`src/jsp_defs.svh`:
```
`ifndef JSP_DEFS_SVH
`define JSP_DEFS_SVH

////////////////////
// Data widths
////////////////////

// One character moved between the host and the BIU FIFO
`define JSP_BYTE_W 8

// FIFO fill and free counts as reported by the BIU
// Also the width of the host byte count in the first scan byte
`define JSP_COUNT_W 4

// Bit position inside a byte during a DR scan
// 2**JSP_BITCNT_W must equal JSP_BYTE_W
`define JSP_BITCNT_W 3

// Top bit of the byte shift registers
`define JSP_BYTE_MSB (`JSP_BYTE_W-1)

`endif
```
`src/jsp_pkg.sv`:
```
`default_nettype none

`include "jsp_defs.svh"

package jsp_pkg;

  ////////////////////
  // Vector types
  ////////////////////
  typedef logic [`JSP_BYTE_W-1:0]   jsp_byte_t;   // Data byte
  typedef logic [`JSP_COUNT_W-1:0]  jsp_count_t;  // FIFO or host byte count
  typedef logic [`JSP_BITCNT_W-1:0] jsp_bitcnt_t; // Bit index in a byte

  ////////////////////
  // FSM states
  ////////////////////
  typedef enum logic [1:0] {wr_idle, wr_counts, wr_xfer} wr_state_e;
  typedef enum logic [1:0] {rd_idle, rd_counts, rd_rdack, rd_xfer} rd_state_e;

  ////////////////////
  // Bundles
  ////////////////////
  typedef struct packed {
    logic capture;  // Capture-DR
    logic shift;    // Shift-DR
    logic update;   // Update-DR
  } tap_ctrl_t;

  // Upper nibble first so the struct is the status byte as sent
  typedef struct packed {
    jsp_count_t bytes_available;  // Fill level, read direction
    jsp_count_t space_available;  // Free slots, write direction
  } biu_status_t;

  typedef struct packed {
    logic      strobe;  // Latch data this cycle
    jsp_byte_t data;
  } biu_wr_t;

endpackage

`default_nettype wire

```
`src/jsp_core.sv`:
```
`timescale 1ns/10ps
`default_nettype none

// JTAG serial port data path
// Both directions share the TAP controls and run from the same capture
module jsp_core (
  input  wire                        tck_i,
  input  wire                        rst_i,
  input  wire                        tdi_i,
  input  wire                        module_select_i,
  input  wire jsp_pkg::tap_ctrl_t    tap_i,
  output logic                       tdo_o,
  input  wire jsp_pkg::biu_status_t  biu_status_i,
  input  wire jsp_pkg::jsp_byte_t    biu_rdata_i,
  output logic                       biu_rd_strobe_o,
  output jsp_pkg::biu_wr_t           biu_wr_o
);

  jsp_pkg::jsp_count_t space_avail;   // Write side only needs the free count

  assign space_avail = biu_status_i.space_available;

  ////////////////////
  // Write direction
  ////////////////////
  jsp_wr_path i_wr_path (
    .tck_i           (tck_i),
    .rst_i           (rst_i),
    .tdi_i           (tdi_i),
    .module_select_i (module_select_i),
    .tap_i           (tap_i),
    .space_i         (space_avail),
    .biu_wr_o        (biu_wr_o)
  );

  ////////////////////
  // Read direction
  ////////////////////
  jsp_rd_path i_rd_path (
    .tck_i           (tck_i),
    .rst_i           (rst_i),
    .module_select_i (module_select_i),
    .tap_i           (tap_i),
    .status_i        (biu_status_i),  // Full byte goes out first
    .rdata_i         (biu_rdata_i),
    .tdo_o           (tdo_o),
    .rd_strobe_o     (biu_rd_strobe_o)
  );

endmodule

`default_nettype wire

```
`src/jsp_rd_path.sv`:
```
`timescale 1ns/10ps
`default_nettype none

`include "jsp_defs.svh"

// BIU to host direction
// Sends the status byte first and then the bytes waiting in the BIU FIFO
// The head byte is loaded at the end of the previous byte and acked in rdack
module jsp_rd_path (
  input  wire                        tck_i,
  input  wire                        rst_i,
  input  wire                        module_select_i,
  input  wire jsp_pkg::tap_ctrl_t    tap_i,
  input  wire jsp_pkg::biu_status_t  status_i,   // Counts at capture
  input  wire jsp_pkg::jsp_byte_t    rdata_i,    // Head of BIU FIFO
  output logic                       tdo_o,
  output logic                       rd_strobe_o // Drop head, present next
);

  ////////////////////
  // Declarations
  ////////////////////
  jsp_pkg::rd_state_e   state_q;      // FSM state
  jsp_pkg::rd_state_e   state_d;      // Next FSM state
  jsp_pkg::jsp_bitcnt_t bit_cnt_q;    // Bits shifted out of current byte
  jsp_pkg::jsp_count_t  out_cnt_q;    // FIFO bytes not yet loaded
  jsp_pkg::jsp_byte_t   shift_q;      // Output shift register

  logic start;                        // Capture with this module selected
  logic capture_ld;                   // Load status byte and counts
  logic shift_en;                     // Active shift cycle
  logic byte_done;                    // Last bit of a byte this cycle
  logic out_zero;                     // Nothing left to read
  logic reload;                       // Parallel load from rdata_i
  logic cnt_dec;                      // One more FIFO byte consumed

  ////////////////////
  // Decode
  ////////////////////
  assign start      = module_select_i & tap_i.capture;
  assign capture_ld = (state_q == jsp_pkg::rd_idle) & start;
  assign shift_en   = tap_i.shift & (state_q != jsp_pkg::rd_idle);
  assign byte_done  = shift_en & (&bit_cnt_q);
  assign out_zero   = (out_cnt_q == '0);

  // Bit counter is always 0 in rdack so byte ends only hit counts and xfer
  assign reload  = byte_done & ~out_zero;
  assign cnt_dec = reload & (state_q == jsp_pkg::rd_xfer); // Status byte is not counted

  // First shift cycle of a data byte acks the byte already loaded
  assign rd_strobe_o = (state_q == jsp_pkg::rd_rdack) & tap_i.shift & ~out_zero;

  assign tdo_o = shift_q[0];  // LSB first

  ////////////////////
  // Control FSM
  ////////////////////
  always_comb
  begin
    state_d = state_q;
    case (state_q)
      jsp_pkg::rd_idle:
        if (start) state_d = jsp_pkg::rd_counts;
      jsp_pkg::rd_counts:
        if (tap_i.update)   state_d = jsp_pkg::rd_idle;
        else if (byte_done) state_d = jsp_pkg::rd_rdack;  // Status byte sent
      jsp_pkg::rd_rdack:
        if (tap_i.update)   state_d = jsp_pkg::rd_idle;
        else if (shift_en)  state_d = jsp_pkg::rd_xfer;   // Single cycle
      jsp_pkg::rd_xfer:
        if (tap_i.update)   state_d = jsp_pkg::rd_idle;
        else if (byte_done) state_d = jsp_pkg::rd_rdack;  // Next data byte
      default:
        state_d = jsp_pkg::rd_idle;
    endcase
  end

  always_ff @(posedge tck_i or posedge rst_i)
  begin
    if (rst_i)
      state_q <= jsp_pkg::rd_idle;
    else
      state_q <= state_d;
  end

  ////////////////////
  // Bit counter
  ////////////////////
  always_ff @(posedge tck_i or posedge rst_i)
  begin
    if (rst_i)
      bit_cnt_q <= '0;
    else if (capture_ld)
      bit_cnt_q <= '0;            // Align to the status byte
    else if (shift_en)
      bit_cnt_q <= bit_cnt_q + 1'b1;
  end

  ////////////////////
  // Output word counter
  ////////////////////
  // Counts down the bytes the BIU reported at capture
  always_ff @(posedge tck_i or posedge rst_i)
  begin
    if (rst_i)
      out_cnt_q <= '0;
    else if (capture_ld)
      out_cnt_q <= status_i.bytes_available;
    else if (cnt_dec)
      out_cnt_q <= out_cnt_q - 1'b1;
  end

  ////////////////////
  // Output shift register
  ////////////////////
  // Cleared by reset so tdo_o starts at 0
  // A load at a byte end replaces the shift of that cycle
  always_ff @(posedge tck_i or posedge rst_i)
  begin
    if (rst_i)
      shift_q <= '0;
    else if (capture_ld)
      shift_q <= status_i;          // Status struct packs as the status byte
    else if (reload)
      shift_q <= rdata_i;           // Head byte, acked in rdack
    else if (shift_en)
      shift_q <= {1'b0, shift_q[`JSP_BYTE_MSB:1]};
  end

endmodule

`default_nettype wire

```
`src/jsp_wr_path.sv`:
```
`timescale 1ns/10ps
`default_nettype none

`include "jsp_defs.svh"

// Host to BIU direction
// First byte of the scan carries the host byte count in its upper nibble
// Every later byte is written to the BIU while space and host count last
module jsp_wr_path (
  input  wire                      tck_i,
  input  wire                      rst_i,
  input  wire                      tdi_i,
  input  wire                      module_select_i,
  input  wire jsp_pkg::tap_ctrl_t  tap_i,
  input  wire jsp_pkg::jsp_count_t space_i,    // BIU free space
  output jsp_pkg::biu_wr_t         biu_wr_o
);

  ////////////////////
  // Declarations
  ////////////////////
  jsp_pkg::wr_state_e   state_q;      // FSM state
  jsp_pkg::wr_state_e   state_d;      // Next FSM state
  jsp_pkg::jsp_bitcnt_t bit_cnt_q;    // Bits shifted into current byte
  jsp_pkg::jsp_count_t  space_cnt_q;  // BIU slots still free
  jsp_pkg::jsp_count_t  user_cnt_q;   // Bytes the host still wants to send

  // Lower seven bits of the byte being assembled
  // tdi_i supplies the top bit in the 8th shift cycle
  logic [`JSP_BYTE_MSB-1:0] shift_q;

  jsp_pkg::jsp_byte_t byte_in;        // Complete byte in the 8th cycle
  logic               start;          // Capture with this module selected
  logic               shift_en;       // Active shift cycle
  logic               byte_done;      // Last bit of a byte this cycle
  logic               space_zero;
  logic               user_zero;
  logic               wr_en;          // Write strobe to the BIU

  ////////////////////
  // Datapath decode
  ////////////////////
  assign start      = module_select_i & tap_i.capture;
  assign shift_en   = tap_i.shift & (state_q != jsp_pkg::wr_idle); // Pauses hold all state
  assign byte_done  = shift_en & (&bit_cnt_q);
  assign byte_in    = {tdi_i, shift_q};                            // LSB first on the wire
  assign space_zero = (space_cnt_q == '0);
  assign user_zero  = (user_cnt_q == '0);

  // Write only on data bytes and only while both counts allow it
  assign wr_en = (state_q == jsp_pkg::wr_xfer) & byte_done & ~space_zero & ~user_zero;

  always_comb
  begin
    biu_wr_o.strobe = wr_en;
    biu_wr_o.data   = byte_in;  // Valid only with the strobe
  end

  ////////////////////
  // Control FSM
  ////////////////////
  always_comb
  begin
    state_d = state_q;
    case (state_q)
      jsp_pkg::wr_idle:
        if (start) state_d = jsp_pkg::wr_counts;
      jsp_pkg::wr_counts:
        if (tap_i.update)   state_d = jsp_pkg::wr_idle;
        else if (byte_done) state_d = jsp_pkg::wr_xfer; // Host count byte complete
      jsp_pkg::wr_xfer:
        if (tap_i.update)   state_d = jsp_pkg::wr_idle;
      default:
        state_d = jsp_pkg::wr_idle;
    endcase
  end

  always_ff @(posedge tck_i or posedge rst_i)
  begin
    if (rst_i)
      state_q <= jsp_pkg::wr_idle;
    else
      state_q <= state_d;
  end

  ////////////////////
  // Bit counter
  ////////////////////
  // Wraps from 7 back to 0 on its own at each byte boundary
  always_ff @(posedge tck_i or posedge rst_i)
  begin
    if (rst_i)
      bit_cnt_q <= '0;
    else if ((state_q == jsp_pkg::wr_idle) && start)
      bit_cnt_q <= '0;
    else if (shift_en)
      bit_cnt_q <= bit_cnt_q + 1'b1;
  end

  ////////////////////
  // Byte counters
  ////////////////////
  // Free space is sampled once per scan at capture
  always_ff @(posedge tck_i or posedge rst_i)
  begin
    if (rst_i)
      space_cnt_q <= '0;
    else if ((state_q == jsp_pkg::wr_idle) && start)
      space_cnt_q <= space_i;
    else if (wr_en)
      space_cnt_q <= space_cnt_q - 1'b1;  // One slot used
  end

  // Host count comes from the upper nibble of the first byte
  always_ff @(posedge tck_i or posedge rst_i)
  begin
    if (rst_i)
      user_cnt_q <= '0;
    else if ((state_q == jsp_pkg::wr_counts) && byte_done)
      user_cnt_q <= byte_in[`JSP_BYTE_MSB -: `JSP_COUNT_W];
    else if (wr_en)
      user_cnt_q <= user_cnt_q - 1'b1;
  end

  ////////////////////
  // Input shift register
  ////////////////////
  // New bits enter at the top and move toward bit 0
  always_ff @(posedge tck_i)
  begin
    if (shift_en)
      shift_q <= {tdi_i, shift_q[`JSP_BYTE_MSB-1:1]};
  end

endmodule

`default_nettype wire

```
`config.mk`:
```
export PLATFORM = sky130hd
export DESIGN_NAME = jsp_core
export DESIGN_NICKNAME = d
export VERILOG_FILES = /design/src/jsp_pkg.sv /design/src/jsp_core.sv /design/src/jsp_rd_path.sv /design/src/jsp_wr_path.sv
export VERILOG_INCLUDE_DIRS = /design/src
export SDC_FILE = /design/constraint.sdc
export NUM_CORES = 1
export LEC_CHECK = 0
export ABC_AREA = 0
export BUFFER_PORTS_ARGS = -buffer_cell sky130_fd_sc_hd__buf_2
export CAP_MARGIN = 20
export CORE_ASPECT_RATIO = 1.1
export CORE_UTILIZATION = 40
export DETAILED_ROUTE_END_ITERATION = 8
export HOLD_SLACK_MARGIN = 0.06
export PLACE_DENSITY = 0.67
export RECOVER_POWER = 50
export SYNTH_ARGS = -nofsm -noshare
export SYNTH_HDL_FRONTEND = slang
export SYNTH_SLANG_ARGS = --single-unit
export TNS_END_PERCENT = 10
```
`constraint.sdc`:
```
create_clock -name tck_i -period 1.65 [get_ports tck_i]
set_input_delay 0.165 -clock tck_i [delete_from_list [all_inputs] [get_ports tck_i]]
set_output_delay 0.165 -clock tck_i [all_outputs]
set_load 0.01 [all_outputs]
```
==> results.md <==
- Status: finished, violations left
- Violated checks: negative setup slack
- Vias in the first global route: 1405
- Buffers on Ports: 33
- Clock transition at path regs: 70 ps
- Pre-CTS WS: -209 ps
- Drt drc: 0
- Maximum clock insertion buffer count: 2
- Mapped Area: 1900 um^2
- Final Critical Period: 1940 ps
- Post-synthesis sequential area ratio: 0.507
- Leak: 1.11 nW
- Total Die Area: 5020 um^2
- Non-filler instance count after layout: 294
- Power Dens Cells: 948 nW/um^2
- Final setup vio count: 9
- Relative slew margins: 0.484
- Row cnt: 25
- Worst slew pin tran: 774 ps
- DRT iter0 DRCs: 43
- Clk Latency, worst-skew pair: 280 ps
- Area fraction in compound gates after synthesis: 0.125
- Total Nets Final: 269
- Worst EP arrival: 2150 ps
- VDD IR max: 0.000460 V
- Die X: 67.6 um
- Worst path cell trace: ha_1 > ha_2 > nand3b_1 > or4_4 > buf_6 > or3_1 > a31oi_1
- Proportion of synthesized area in mux cells: 0.0667
- All-Layer GR Usage: 0.180
- Adder-cell share of the synthesized area: 0.0462
- Pins Over Slew Limit: 0
- Post-synthesis xor/xnor area fraction: 0.0231
- Max FO, Critical Path: 6
- Commonest non-fill, non-tap cell in the layout: buf_2
- Largest family of logic cells by synthesized area: simple AND/OR/NAND/NOR gates
- Critical Path RT: 1860 ps
- CP top delay family: simple AND/OR/NAND/NOR gates
- Setup WS post-layout: -290 ps
- Largest area contributor in the netlist: dfrtp_1
- Max Clock Skew: 9.21 ps
- Final Hold Vio Count: 0
- Root buffer cell: clkbuf_8
- DP Area: 2260 um^2
- Vias: 1526
- Post-synthesis async set-or-reset flop share: 0.811
- Most frequent cells in the layout: buf_2 (31), dfrtp_1 (30), nand2_1 (21)
- RSZ-0062 raised after global routing: yes
- Cts bufs inserted: 5
- Final Cell Area: 2390 um^2
- WS Path Type: flop to flop
- Core area: 4410 um^2
- Clock net sink count: 37
- EDFF count, synth: 7
- Inst Count DP: 283
- Starting Density: 0.430
- Antenna violations before repair: 0
- CP Launch Type: flop
- Global-route wire length before repair: 6580 um
- Synth Instances: 183
- Dominant synthesized flop cell: dfrtp_1
- Largest net degree at the start of global routing: 31
- Slowest-stage cell, CP: or4_4
- Layout area overhead: 26.2%
- Die height: 74.2 um
- Gpl congestion: 0.775
- CP peak stage delay: 540 ps
- Share of layout cells above drive strength 1: 0.321
- Wire length per cell: 13.8 um
- CP Buf/Inv Count: 1
- Share of the synthesized area in the top cell type: 0.396
- Average size of a mapped cell: 10.4 um^2
- Critical Path Sink Type: flop
- Max Cap Violations: 0
- Post-Syn Nets: 213
- Post-DP HPWL: 3080 um
- DRT antenna net count: 0
- Syn. warnings: 0
- FF+latch count, synth: 37
- Post-synth cell types: 40
- Hold Path Class: input pin to flop
- Grt total ovfl: 0
- Final WL: 4050 um
- CTS tree: built
- H-tree depth: 2
- Pre-Repair DR Iteration Count: 4
- Fmax: 516 MHz
- Synth area leaders: dfrtp_1 (40%), edfxtp_1 (11%), mux2i_1 (5.3%)
- Crit share post-route: 1.18
- Simple-gate share of the synthesized area: 0.187
- Ant. Diodes: 0
- DR vias/cell: 5.19
- I/O pin count: 34
-- power breakdown --
part | total (W) | switching, W | internal [W]
Sequential | 0.00119 | 0.000103 | 0.00108
Combinational | 0.000481 | 0.000231 | 0.000251
Clock | 0.000600 | 0.000307 | 0.000293
Total | 0.00227 | 0.000641 | 0.00163
-- flip-flops by register name, summed over array words and instances, names as in the netlist --
signal                 count
i_wr_path.bit_cnt_q        3
i_wr_path.state_q          2
i_rd_path.state_q          2
i_wr_path.user_cnt_q       4
i_rd_path.out_cnt_q        4
i_wr_path.space_cnt_q      4
i_rd_path.bit_cnt_q        3
i_rd_path.shift_q          8
i_wr_path.shift_q          7
-- cells in the mapped netlist (all sizes together) (5+ instances only) --
library cell  number
o21ai             14
ha                 7
edfxtp             7
xnor2              5
mux2i             10
dfrtp             30
nand2             21
or3                7
nor2              13
inv               10
buf                5
a21oi             10
-- cell type report --
| class | instances | area [um^2] |
|---|---|---|
| clock buffer | 6 | 72.6 |
| clock inverter | 2 | 10.0 |
| fill | 406 | 2020 |
| inverter | 10 | 37.5 |
| multi-input combinational | 128 | 893 |
| sequential | 37 | 961 |
| tap | 54 | 67.6 |
| timing repair buffer | 57 | 350 |
-- tightest hold or removal path, delay by kind of cell --
family	cells	cell delay [ps]
AND/OR/NAND/NOR	1	40
buffers and inverters	1	70
AO/OA/AOI/OAI	1	60
-- stage by stage --
stage	hold slack, ps	TNS, ps	total power [W]	util
after floorplan	228	-557	0.00150	-
after global placement	263	-1410	0.00165	0.513
after detailed placement	268	-2050	0.00167	0.513
after CTS	84.5	-1520	0.00228	0.535
after global routing	108	-2990	0.00242	0.542
final	86.1	-1900	0.00227	0.542
-- routing by layer --
layer / routed length, um / global-route usage / vias to the layer above
li1: - / - / 768
met1: 2050 / 0.261 / 728
met2: 1830 / 0.256 / 28
met3: 132 / 0.0460 / 2
met4: 40 / 0.0709 / 0
met5: 0 / 0 / -
-- cells by family (layout without fill, tap and decap cells) --
family,after synthesis,in the layout
and+or+nand+nor,65,65
AOI/OAI and AO/OA,39,39
DFF,37,37
buffers and inverters,18,75
muxes,12,12
adders and majority gates,7,7
xor gates and xnor gates,5,5
-- path summary, 6_finish.rpt --
check / slack (ps) / end / startpoint / cells after the start
max: -290 / i_wr_path.space_cnt_q[3] / i_wr_path.bit_cnt_q[0] / 7
min: 90 / i_rd_path.shift_q[7] / biu_rdata_i[7] / 3
max reg2reg: -290 / i_wr_path.space_cnt_q[3] / i_wr_path.bit_cnt_q[0] / 7
min in group asynchronous: 650 / i_wr_path.bit_cnt_q[0] / rst_i / 4
min reg2reg: 460 / i_wr_path.shift_q[1] / i_wr_path.shift_q[2] / 0
max in group asynchronous: 510 / i_rd_path.out_cnt_q[3] / rst_i / 4
-- repair_timing --
action,in CTS,in global routing
hold buffers,1,0
pin swaps,1,1
setup endpoints to repair,21,19
buffers inserted,0,2
hold endpoints to repair,30,0
resized for setup,1,10
(Power assumes the default switching activity.)
